<file path="config.mk">
export PLATFORM = sky130hd
export DESIGN_NAME = dcache_bus
export DESIGN_NICKNAME = d
export VERILOG_FILES = /design/src/design/dcache_pkg.sv /design/src/design/dcache_bus.sv
export SDC_FILE = /design/constraint.sdc
export NUM_CORES = 1
export LEC_CHECK = 0
export ABC_CLOCK_PERIOD_IN_PS = 2450
export BUFFER_PORTS_ARGS = -buffer_cell sky130_fd_sc_hd__clkbuf_2
export CORE_AREA = 2 2 121 123
export CTS_CLUSTER_DIAMETER = 60
export DETAILED_ROUTE_END_ITERATION = 10
export DIE_AREA = 0 0 123 125
export PLACE_DENSITY_LB_ADDON = 0.15
export SYNTH_ARGS = -nofsm -noshare
export SYNTH_HDL_FRONTEND = slang
export SYNTH_SLANG_ARGS = --single-unit
</file>
<file path="constraint.sdc">
create_clock -name clk -period 2.45 [get_ports clk]
set_clock_uncertainty 0.15 [all_clocks]
set_input_delay 0.49 -clock clk [delete_from_list [all_inputs] [get_ports clk]]
set_output_delay 0.49 -clock clk [all_outputs]
set_load 0.01 [all_outputs]
</file>
<file path="src/design/dcache_pkg.sv">
package dcache_pkg;

    // Plain vector types
    typedef logic [31:0] addr_t;
    typedef logic [31:0] word_t;
    typedef logic [3:0]  be_t;     // All zero on a read

    // One CPU access, held by the CPU until cpu_ok
    typedef struct packed {
        addr_t addr;
        word_t wdata;
        be_t   be;
    } cpu_req_t;

    // Line-fill command, controller to bus engine
    typedef struct packed {
        addr_t fill_addr;     // Line base to refill
        addr_t victim_addr;   // Line base of the current occupant
        logic  writeback;     // Victim is dirty
    } fill_cmd_t;

    // Bus engine to memory
    typedef struct packed {
        logic  rreq;
        addr_t raddr;
        logic  wreq;
        addr_t waddr;
        logic  wvalid;
        word_t wdata;
        logic  wlast;
    } mem_out_t;

    // Memory to bus engine
    typedef struct packed {
        logic  rreq_ok;
        logic  wreq_ok;
        logic  rvalid;
        word_t rdata;
        logic  rlast;
        logic  wready;
        logic  bvalid;
    } mem_in_t;

    typedef enum logic [1:0] {
        IDLE,
        LOOKUP,
        MISS_WAIT
    } ctrl_state_e;

    typedef enum logic [2:0] {
        B_IDLE,
        WB_ADDR,
        WB_DATA,
        WB_RESP,
        RF_ADDR,
        RF_DATA
    } bus_state_e;

endpackage

</file>
<file path="src/design/dcache_bus.sv">
`timescale 1ns/1ps

module dcache_bus #(
    parameter int SETS  = 128,
    parameter int WORDS = 16,
    localparam int IDX_W = $clog2(SETS),
    localparam int OFF_W = $clog2(WORDS)
) (
    input  logic                   clk,
    input  logic                   rst,

    // Controller
    input  logic                   fill_valid,
    input  dcache_pkg::fill_cmd_t  fill_cmd,
    output logic                   fill_done,

    // Store
    output logic [IDX_W-1:0]       bus_index,
    output logic [OFF_W-1:0]       bus_offset,
    input  dcache_pkg::word_t      bus_rword,
    output logic                   bus_we,
    output dcache_pkg::word_t      bus_wdata,
    output logic                   line_commit,
    output dcache_pkg::addr_t      commit_tag,

    // Memory
    output dcache_pkg::mem_out_t   mem_out,
    input  dcache_pkg::mem_in_t    mem_in
);

    import dcache_pkg::*;

    localparam int LINE_LSB = OFF_W + 2;
    localparam logic [OFF_W-1:0] LAST_BEAT = OFF_W'(WORDS - 1);

    bus_state_e       state;
    logic [OFF_W-1:0] beat;
    logic             rd_beat;
    logic             wr_beat;

    // Victim and refill share the index in a direct-mapped cache
    assign bus_index  = fill_cmd.fill_addr[LINE_LSB +: IDX_W];
    assign bus_offset = beat;

    assign rd_beat = (state == RF_DATA) && mem_in.rvalid;
    assign wr_beat = (state == WB_DATA) && mem_in.wready;

    assign bus_we      = rd_beat;
    assign bus_wdata   = mem_in.rdata;
    assign line_commit = rd_beat && mem_in.rlast;
    assign commit_tag  = fill_cmd.fill_addr;

    always_comb begin
        mem_out        = '0;
        mem_out.rreq   = (state == RF_ADDR);
        mem_out.raddr  = fill_cmd.fill_addr;
        mem_out.wreq   = (state == WB_ADDR);
        mem_out.waddr  = fill_cmd.victim_addr;
        mem_out.wvalid = (state == WB_DATA);
        mem_out.wdata  = bus_rword;   // Victim word at the current beat
        mem_out.wlast  = (beat == LAST_BEAT);
    end

    always_ff @(posedge clk) begin
        if (rst) begin
            state     <= B_IDLE;
            beat      <= '0;
            fill_done <= 1'b0;
        end else begin
            fill_done <= line_commit;
            case (state)
                B_IDLE: begin
                    beat <= '0;
                    // fill_valid is still up during the done pulse
                    if (fill_valid && !fill_done) begin
                        state <= fill_cmd.writeback ? WB_ADDR : RF_ADDR;
                    end
                end
                WB_ADDR: begin
                    if (mem_in.wreq_ok) begin
                        state <= WB_DATA;
                    end
                end
                WB_DATA: begin
                    if (wr_beat) begin
                        beat <= beat + 1'b1;  // Wraps to zero after the last
                        if (beat == LAST_BEAT) begin
                            state <= WB_RESP;
                        end
                    end
                end
                WB_RESP: begin
                    if (mem_in.bvalid) begin
                        state <= RF_ADDR;
                    end
                end
                RF_ADDR: begin
                    if (mem_in.rreq_ok) begin
                        state <= RF_DATA;
                    end
                end
                RF_DATA: begin
                    if (rd_beat) begin
                        beat <= beat + 1'b1;
                        if (mem_in.rlast) begin
                            state <= B_IDLE;
                        end
                    end
                end
                default: begin
                    state <= B_IDLE;
                end
            endcase
        end
    end

endmodule

</file>
## After elaboration in Yosys (flattened, before gate mapping)

Index checks and enable logic that the tools add are counted.

| cells by class | value |
|---|---|
| reductions and logical operators | 9 |
| add/subtract/negate cells | 1 |
| mux-type cells | 13 |
| equal/unequal tests | 14 |

Operators with widths:

| operator | count |
|---|---|
| $mux W3 | 9 |
| $pmux W3 S6 | 1 |
| $pmux W4 S3 | 1 |
| $ne A2 B2 Y1 const B | 5 |
| $mux W4 | 2 |
| $reduce_and A8 Y1 | 1 |
| $eq A3 B2 Y1 const B | 2 |
| $eq A3 B3 Y1 const B | 2 |
| $ne A2 B1 Y1 const B | 3 |
| $add A4 B1 Y4 const B | 1 |
| $eq A4 B4 Y1 const B | 1 |
| $logic_and A1 B1 Y1 | 4 |
| $eq A3 B1 Y1 const B | 1 |
| $logic_not A3 Y1 | 1 |
| $reduce_and A3 Y1 | 1 |
| $reduce_bool A3 Y1 | 1 |
| $logic_not A1 Y1 | 1 |

| storage, ports and cells | value |
|---|---|
| bits in registers | 8 |
| logic and storage cells | 40 |
| output and inout port bits | 178 |
| bits of input ports | 138 |

## Depth between registers and ports, before layout

Gate-level depths: netlist of run 1.

| logic depth | value |
|---|---|
| depth after elaboration | 4 |
| mapped depth | 8 |
| gate-level depth less buffers | 7 |

## Worst setup path after synthesis of run 1

OpenSTA, ideal clock, no wires.

| timing | value |
|---|---|
| path kind | register to register |
| start | register beat[0], in the netlist bus_offset[0] |
| end | register state[2] |
| slack | 0.708 ns |
| setup time | 0.116 ns |
| period minus slack after synthesis | 1.742 ns |
| cell stages (with the launch flop) | 6 |
| data arrival time | 1.476 ns |
| buffers on the path | 0 |
| data required time | 2.184 ns |
| cells stage by stage | dfxtp_1 > ha_1 > and3_1 > nor2_1 > or4_1 > o211a_1 |

RTL lines:

| item | RTL line | text |
|---|---|---|
| from (decl) | dcache_bus.sv:37 | `logic [OFF_W-1:0] beat;` |
| from (signal assigned) | dcache_bus.sv:86 | `beat <= beat + 1'b1;` |
| from (signal assigned) | dcache_bus.sv:104 | `beat <= beat + 1'b1;` |
| to (signal assigned) | dcache_bus.sv:76 | `state <= fill_cmd.writeback ? WB_ADDR : RF_ADDR;` |
| to (decl) | dcache_bus.sv:36 | `bus_state_e state;` |

## Final worst setup path of run 1

| timing | value |
|---|---|
| start | register state[2] |
| end | output line_commit |

| between the ends | value |
|---|---|
| longest elaborated chain between the ends | 3 |

RTL lines:

| item | RTL line | text |
|---|---|---|
| $eq A3 B3 Y1 | dcache_bus.sv:45 | `assign rd_beat = (state == RF_DATA) && mem_in.rvalid;` |
| $logic_and A1 B1 Y1 | dcache_bus.sv:45 |  |
| $logic_and A1 B1 Y1 | dcache_bus.sv:50 | `assign line_commit = rd_beat && mem_in.rlast;` |
| to (decl) | dcache_bus.sv:23 | `output logic line_commit,` |

Every way passes these cells.

==> impl_results.md, run 1 <==
- Run status: complete, no violations
- Final setup viols: 0
- Top cells by area, synth: buf_4, dfxtp_1, a21oi_1
- CTS Buf Count: 3
- Yosys warnings: 0
- Hold Crit Class: reg2reg
- DRT Wirelength: 3.52 mm
- Sw Pwr: 0.277 mW
- Port bufs: 20
- WHS Endpoint: bus_offset[3]
- CTS root buf: clkbuf_16
- Setup crit end kind: primary output
- Placement Rows: 44
- Worst path cell trace: and4b_2, and2_1, clkbuf_2
- Starting Density: 0.126
- First-pass DRT Iterations: 4
- GR Util All Layers: 0.0435
- Max-slew headroom: 0.656
- Clk network pwr share: 0.372
- Congestion Overflow GR: 0
- Core Region: 0.0142 sq mm
- Seq pwr share: 0.290
- Largest net degree at the start of global routing: 16
- Leakage: 0.331 nW
- Final period utilization: 0.886
- Maximum VDD drop: 0.185 mV
- Power Dens Cells: 831 mW/mm^2
- # diodes: 0
- Worst reg2reg endpoint: state[2]
- Vias in the first global route: 792
- First-pass GRT wire length: 4.86 mm
- Area leader, netlist: buf_4
- Layout cells sized above 1: 0.356
- Post-synthesis register bit count: 8
- Final Critical Period: 2.17 ns
- PnR worst setup slack: 0.279 ns
- CP Class: reg2out
- Slowest-stage cell, CP: dfxtp_1
- Switching part of the total: 0.366
- DRT iter0 DRCs: 18
- # IOs: 316
- Max frequency: 461 MHz
- Core Util, Final: 0.0642
- Final Hold Fails: 0
- Cell area after layout: 912 sq um
- Worst hold margin: 0.395 ns
- Crit-path max cell delay: 0.63 ns
- Skew-Pair Late Insertion Delay: 0.23 ns
- GPL Wtd Cong: 0.607
- Hold Path Stages: 2
- Final Non-Filler Cells: 271
- Slew Viols, Final: 0
- Avg WL per Cell: 13.0 microns
- Pint: 0.480 mW
- Filler cell count: 1,698
- Die height: 125 microns
- Die Span X: 123 microns
- Max-cap violation count: 0
- Clk pin slew, worst setup/hold paths: 0.04 ns
- Resized cells post-CTS: 0
- CTS tree: done
- Seq/Total Area, Yosys: 0.0894
- Total Power: 0.758 mW
- Die area: 0.0154 sq mm
- H-tree depth: 1
- R2R Setup Slk: 0.46 ns
- Antenna violations before repair: 0
- Hold path start: bus_offset[3]
- Required @ worst endpoint: 1.81 ns
- Setup slack at placement: 0.476 ns
- Via/cell ratio: 2.70
- CP Data Arrival Time: 1.53 ns
- Clock Sinks: 8
- DR DRC count: 0
- Netlist cell types: 33
- Syn_area_per_cell: 7.59 sq um
- Post-Synthesis Cells: 236
- RSZ-0062 raised after global routing: no
- Placed inst area: 837 sq um
- Startpoint type of the worst setup path: register
- Vias post-DR: 731
- Top cell type's share of synthesized area: 0.704
- Mapped Area: 0.00179 sq mm
- Cts hold-fix bufs: 0
- TNS Setup: 0 ns
- Detail Route Antenna Nets: 0
- R2R depth: 5
- Worst Tran Pin Value: 0.516 ns
- Net count, final: 228
- Max Root-Sink Buffers: 2
- Reg-to-Reg Start: state[2]
- Post-CTS Setup Bufs: 0
- Placed Cells: 268
- Synth Net Count: 375
- Hpwl dp: 2.82 mm
- Critical Path Fanout Max: 14
- Combinational fraction of design power: 0.338
- Area grow syn2layout: -49.1%
[critical path, delay by kind of cell, from the launching register on]
family | cells | cell delay (ns)
and+or+nand+nor | 2 | 0.53
DFF | 1 | 0.63
buffers and inverters | 1 | 0.14
[state kept, by name, summed over array words and instances, names as in the netlist]
| signal | flops |
|---|---|
| state | 3 |
| bus_offset | 4 |
| fill_done | 1 |
[logic make-up after synthesis]
group	count (synthesis)	synth area share
buf+inv	175	0.723
mux	1	0.00629
simple gates	29	0.0999
flops	8	0.0894
fa+ha+maj	1	0.00699
compound gates	22	0.0741
[cells in the final DEF (no fill, tap or decap), types with 3 or more instances in the layout]
master and n:
clkbuf_2 20, nand3_1 4, dfxtp_1 8, nor3_1 4, a21oi_1 9, o21ai_0 5, clkbuf_16 3, nor2_1 6
[worst max-delay path by stage]
stage	startpoint	to	slack [ns]
2_1_floorplan	bus_offset[0]	state[2]	0.71
3_3_place_gp	state[2]	state[2]	0.45
3_5_place_dp	state[2]	state[2]	0.48
4_1_cts	state[2]	line_commit	0.26
5_1_grt	state[2]	line_commit	0.18
6_report	state[2]	line_commit	0.28
[area by class of cell]
type | instances | area [sq um] | share of cell area
clock buffer | 3 | 75.1 | 0.0823
inverter | 3 | 11.3 | 0.0123
multi-input combinational | 53 | 335 | 0.368
sequential | 8 | 160 | 0.176
tap | 184 | 230 | 0.252
timing repair buffer | 20 | 100 | 0.110
[cell usage after synthesis]
cell type / count
buf_6: 1
nor3_1: 4
and4b_2: 1
or3_1: 1
nor3b_1: 2
a22oi_1: 1
or3_4: 1
buf_1: 1
and3_1: 2
mux2_2: 1
o21ai_1: 1
nor3b_2: 1
a21oi_1: 9
and2_1: 2
ha_1: 1
nor2_1: 6
o211a_1: 1
o21ai_0: 5
a211o_2: 1
inv_2: 2
nand2b_1: 1
nor2b_1: 1
nand3_1: 4
o21ai_2: 1
o21a_1: 1
buf_4: 168
a21o_1: 1
inv_1: 1
or4_1: 2
a31oi_1: 1
nand3b_1: 1
clkbuf_1: 2
dfxtp_1: 8
[routing by layer]
metal | global-route usage | up-vias | wire length [microns]
met2 | 0.0507 | 66 | 1280
met1 | 0.0422 | 299 | 1200
met4 | 0.0588 | 0 | 468
met5 | 0 | - | 0
li1 | - | 294 | -
met3 | 0.0310 | 72 | 575
[power by group through the flow]
stage | clock (mW) | combinational (mW) | sequential, mW
floorplan | 0 | 0.522 | 0.172
global placement | 0 | 0.274 | 0.223
detailed placement | 0 | 0.266 | 0.221
CTS | 0.291 | 0.266 | 0.218
global route | 0.295 | 0.297 | 0.228
finish | 0.282 | 0.256 | 0.220
Note: power is estimated with default switching activity, not from simulation.
==> run 2: changes to the inputs <==
==> config.mk (replaced) <==
export PLATFORM = sky130hd
export DESIGN_NAME = dcache_bus
export DESIGN_NICKNAME = d
export VERILOG_FILES = /design/src/design/dcache_pkg.sv /design/src/design/dcache_bus.sv
export SDC_FILE = /design/constraint.sdc
export NUM_CORES = 1
export LEC_CHECK = 0
export ABC_CLOCK_PERIOD_IN_PS = 2600
export BUFFER_PORTS_ARGS = -buffer_cell sky130_fd_sc_hd__clkbuf_2
export CORE_AREA = 2 2 124 126
export CTS_CLUSTER_DIAMETER = 60
export DETAILED_ROUTE_END_ITERATION = 10
export DIE_AREA = 0 0 126 128
export PLACE_DENSITY = 0.54
export SYNTH_ARGS = -nofsm -noshare
export SYNTH_HDL_FRONTEND = slang
export SYNTH_SLANG_ARGS = --single-unit
==> constraint.sdc (replaced) <==
create_clock -name clk -period 2.6 [get_ports clk]
set_clock_uncertainty 0.15 [all_clocks]
set_input_delay 0.52 -clock clk [delete_from_list [all_inputs] [get_ports clk]]
set_output_delay 0.52 -clock clk [all_outputs]
set_load 0.01 [all_outputs]
==> run 2 against run 1 <==
Global-route usage increased by 0.51 points. Wire length increased by 19%. Critical path depth unchanged. Utilization decreased by 0.25 points. Worst hold slack got worse by 0.033 ns. First-iteration DRC count increased by 33%. Non-clock buffer count unchanged. Largest cell class unchanged.
==> impl_results.md, run 2 (synthesis results as in run 1) <==
- Net count, final: 228 (unchanged)
- Area grow syn2layout: -48.8%
- # IOs: 316 (unchanged)
- Final Hold Fails: 0 (unchanged)
- Final setup viols: 0 (unchanged)
- Core Util, Final: 0.0617 (-0.00252)
- GPL Wtd Cong: 0.681 (+12%)
- Worst Tran Pin Value: 0.448 ns (-0.0679 ns)
- Skew-Pair Late Insertion Delay: 0.23 ns (about the same)
- Setup crit end kind: primary output
- Reg-to-Reg Start: state[2]
- First-pass GRT wire length: 5.60 mm (+15%)
- Max FFs per register: 4 (unchanged)
- Hpwl dp: 3.71 mm (+32%)
- Sw Pwr: 0.253 mW (-8.7%)
- Met3 Usage GRT: 0.0384 (+0.00738)
- Slowest-stage cell, CP: dfxtp_1
- Final Critical Period: 2.17 ns
- DRT Wirelength: 4.20 mm (+19%)
- Avg WL per Cell: 15.3 microns (+18%)
- Slew Viols, Final: 0 (unchanged)
- Combinational fraction of design power: 0.347 (+0.009)
- Hold path start: bus_offset[3]
- Met2 track demand over resource: 0.0800 (+0.0293)
- Required @ worst endpoint: 1.93 ns (+0.12 ns)
- Hold Path Stages: 2 (unchanged)
- Detail Route Antenna Nets: 0 (unchanged)
- Leakage: 0.331 nW (unchanged)
- Filler cell count: 1,771 (+4.3%)
- Vias post-DR: 739 (+1.1%)
- Clk network pwr share: 0.367 (-0.005)
- Final period utilization: 0.834
- RSZ-0062 raised after global routing: no
- Max frequency: 461 MHz
- Placement Rows: 45 (+2.3%)
- CP Class: reg2out
- TNS Setup: 0 ns (unchanged)
- Antenna violations before repair: 0 (unchanged)
- Core Region: 0.0149 sq mm (+4.7%)
- Resized cells post-CTS: 0 (unchanged)
- PnR worst setup slack: 0.430 ns (+0.151 ns)
- DRT iter0 DRCs: 24 (+6)
- Power Dens Cells: 769 mW/mm^2 (-7.4%)
- Total Power: 0.705 mW (-6.9%)
- Max Root-Sink Buffers: 2 (unchanged)
- Worst hold margin: 0.362 ns (-0.0329 ns)
- Placed inst area: 842 sq um (+0.60%)
- Port bufs: 20 (unchanged)
- Setup slack at placement: 0.637 ns (+0.160 ns)
- Vias in the first global route: 790 (-0.25%)
- Hold Crit Class: reg2reg
- CTS root buf: clkbuf_16
- Final Non-Filler Cells: 275 (+1.5%)
- Die area: 0.0161 sq mm (+4.9%)
- DR DRC count: 0 (unchanged)
- Largest net degree at the start of global routing: 16 (unchanged)
- Die Span X: 126 microns (+2.4%)
- Switching part of the total: 0.359 (-0.00723)
- Die height: 128 microns (+2.4%)
- Grt peak-use layer: met2
- WHS Endpoint: bus_offset[3]
- # diodes: 0 (unchanged)
- Worst path cell trace: and4b_2, and2_1, clkbuf_2
- Max-slew headroom: 0.701 (+0.0454)
- Critical Path Fanout Max: 14 (unchanged)
- Run status: complete, no violations
- Clk pin slew, worst setup/hold paths: 0.04 ns (about the same)
- Maximum VDD drop: 0.274 mV (+48%)
- Starting Density: 0.120 (-0.00560)
- Most common cell after layout, fill and taps aside: clkbuf_2
- Layout cells sized above 1: 0.356 (unchanged)
- Congestion Overflow GR: 0 (unchanged)
- Most frequent cells in the layout: clkbuf_2, a21oi_1, dfxtp_1, nor2_1, o21ai_0
- Cell area after layout: 917 sq um (+0.55%)
- R2R Setup Slk: 0.66 ns (+0.20 ns)
- Clock Sinks: 8 (unchanged)
- R2R depth: 5 (unchanged)
- CTS Buf Count: 3 (unchanged)
- Crit-path max cell delay: 0.59 ns (-0.04 ns)
- Worst reg2reg endpoint: state[2]
- Startpoint type of the worst setup path: register
- Placed Cells: 272 (+1.5%)
- Post-CTS Setup Bufs: 0 (unchanged)
- Cts hold-fix bufs: 0 (unchanged)
- Seq pwr share: 0.287 (-0.003)
- H-tree depth: 1 (unchanged)
- Met1 usage: 0.0325 (-0.00969)
- CTS tree: done
- CP Data Arrival Time: 1.50 ns (-0.03 ns)
- GR Util All Layers: 0.0486 (+0.00513)
- First-pass DRT Iterations: 4 (unchanged)
- Via/cell ratio: 2.69 (-0.38%)
- Max-cap violation count: 0 (unchanged)
- Pint: 0.453 mW (-5.8%)
run 2: cell counts in the layout (fill, tap and decap cells not counted):
Identical to the previous run, type by type.
run 2: power groups by stage:
stage,logic [mW],registers [mW],clock network [mW]
2_1_floorplan,0.492,0.162,0
3_3_place_gp,0.240,0.200,0
3_5_place_dp,0.246,0.204,0
4_1_cts,0.247,0.202,0.264
5_1_grt,0.272,0.211,0.274
6_report,0.244,0.202,0.259
run 2: area by class of cell:
class | instances | area [sq um] | area share
Timing Repair Buffer | 20 | 100 | 0.109
Sequential cell | 8 | 160 | 0.175
Inverter | 3 | 11.3 | 0.0123
Multi-Input combinational cell | 53 | 335 | 0.366
Tap cell | 188 | 235 | 0.256
Clock buffer | 3 | 75.1 | 0.0819
run 2: worst max-delay path: cells and delay by family (launching register included):
kind / cells / cell delay [ns]
buffers and inverters: 1 / 0.15
DFF: 1 / 0.59
and+or+nand+nor: 2 / 0.52
run 2: how the worst max path moves through the flow:
stage | from | end | slack (ns) | cells past startpoint
after global routing | state[2] | line_commit | 0.32 | 3
final | state[2] | line_commit | 0.43 | 3
after detailed placement | fill_valid | state[2] | 0.64 | 6
after CTS | state[2] | line_commit | 0.42 | 3
after global placement | fill_valid | state[2] | 0.66 | 6
after floorplan | mem_in[35] | line_commit | 0.80 | 3
run 2: routing by layer:
metal	share of wire	up-vias	wire length [microns]
li1	-	288	-
met1	0.24	292	994
met2	0.49	110	2040
met3	0.19	49	795
met4	0.087	0	367
met5	0	-	0
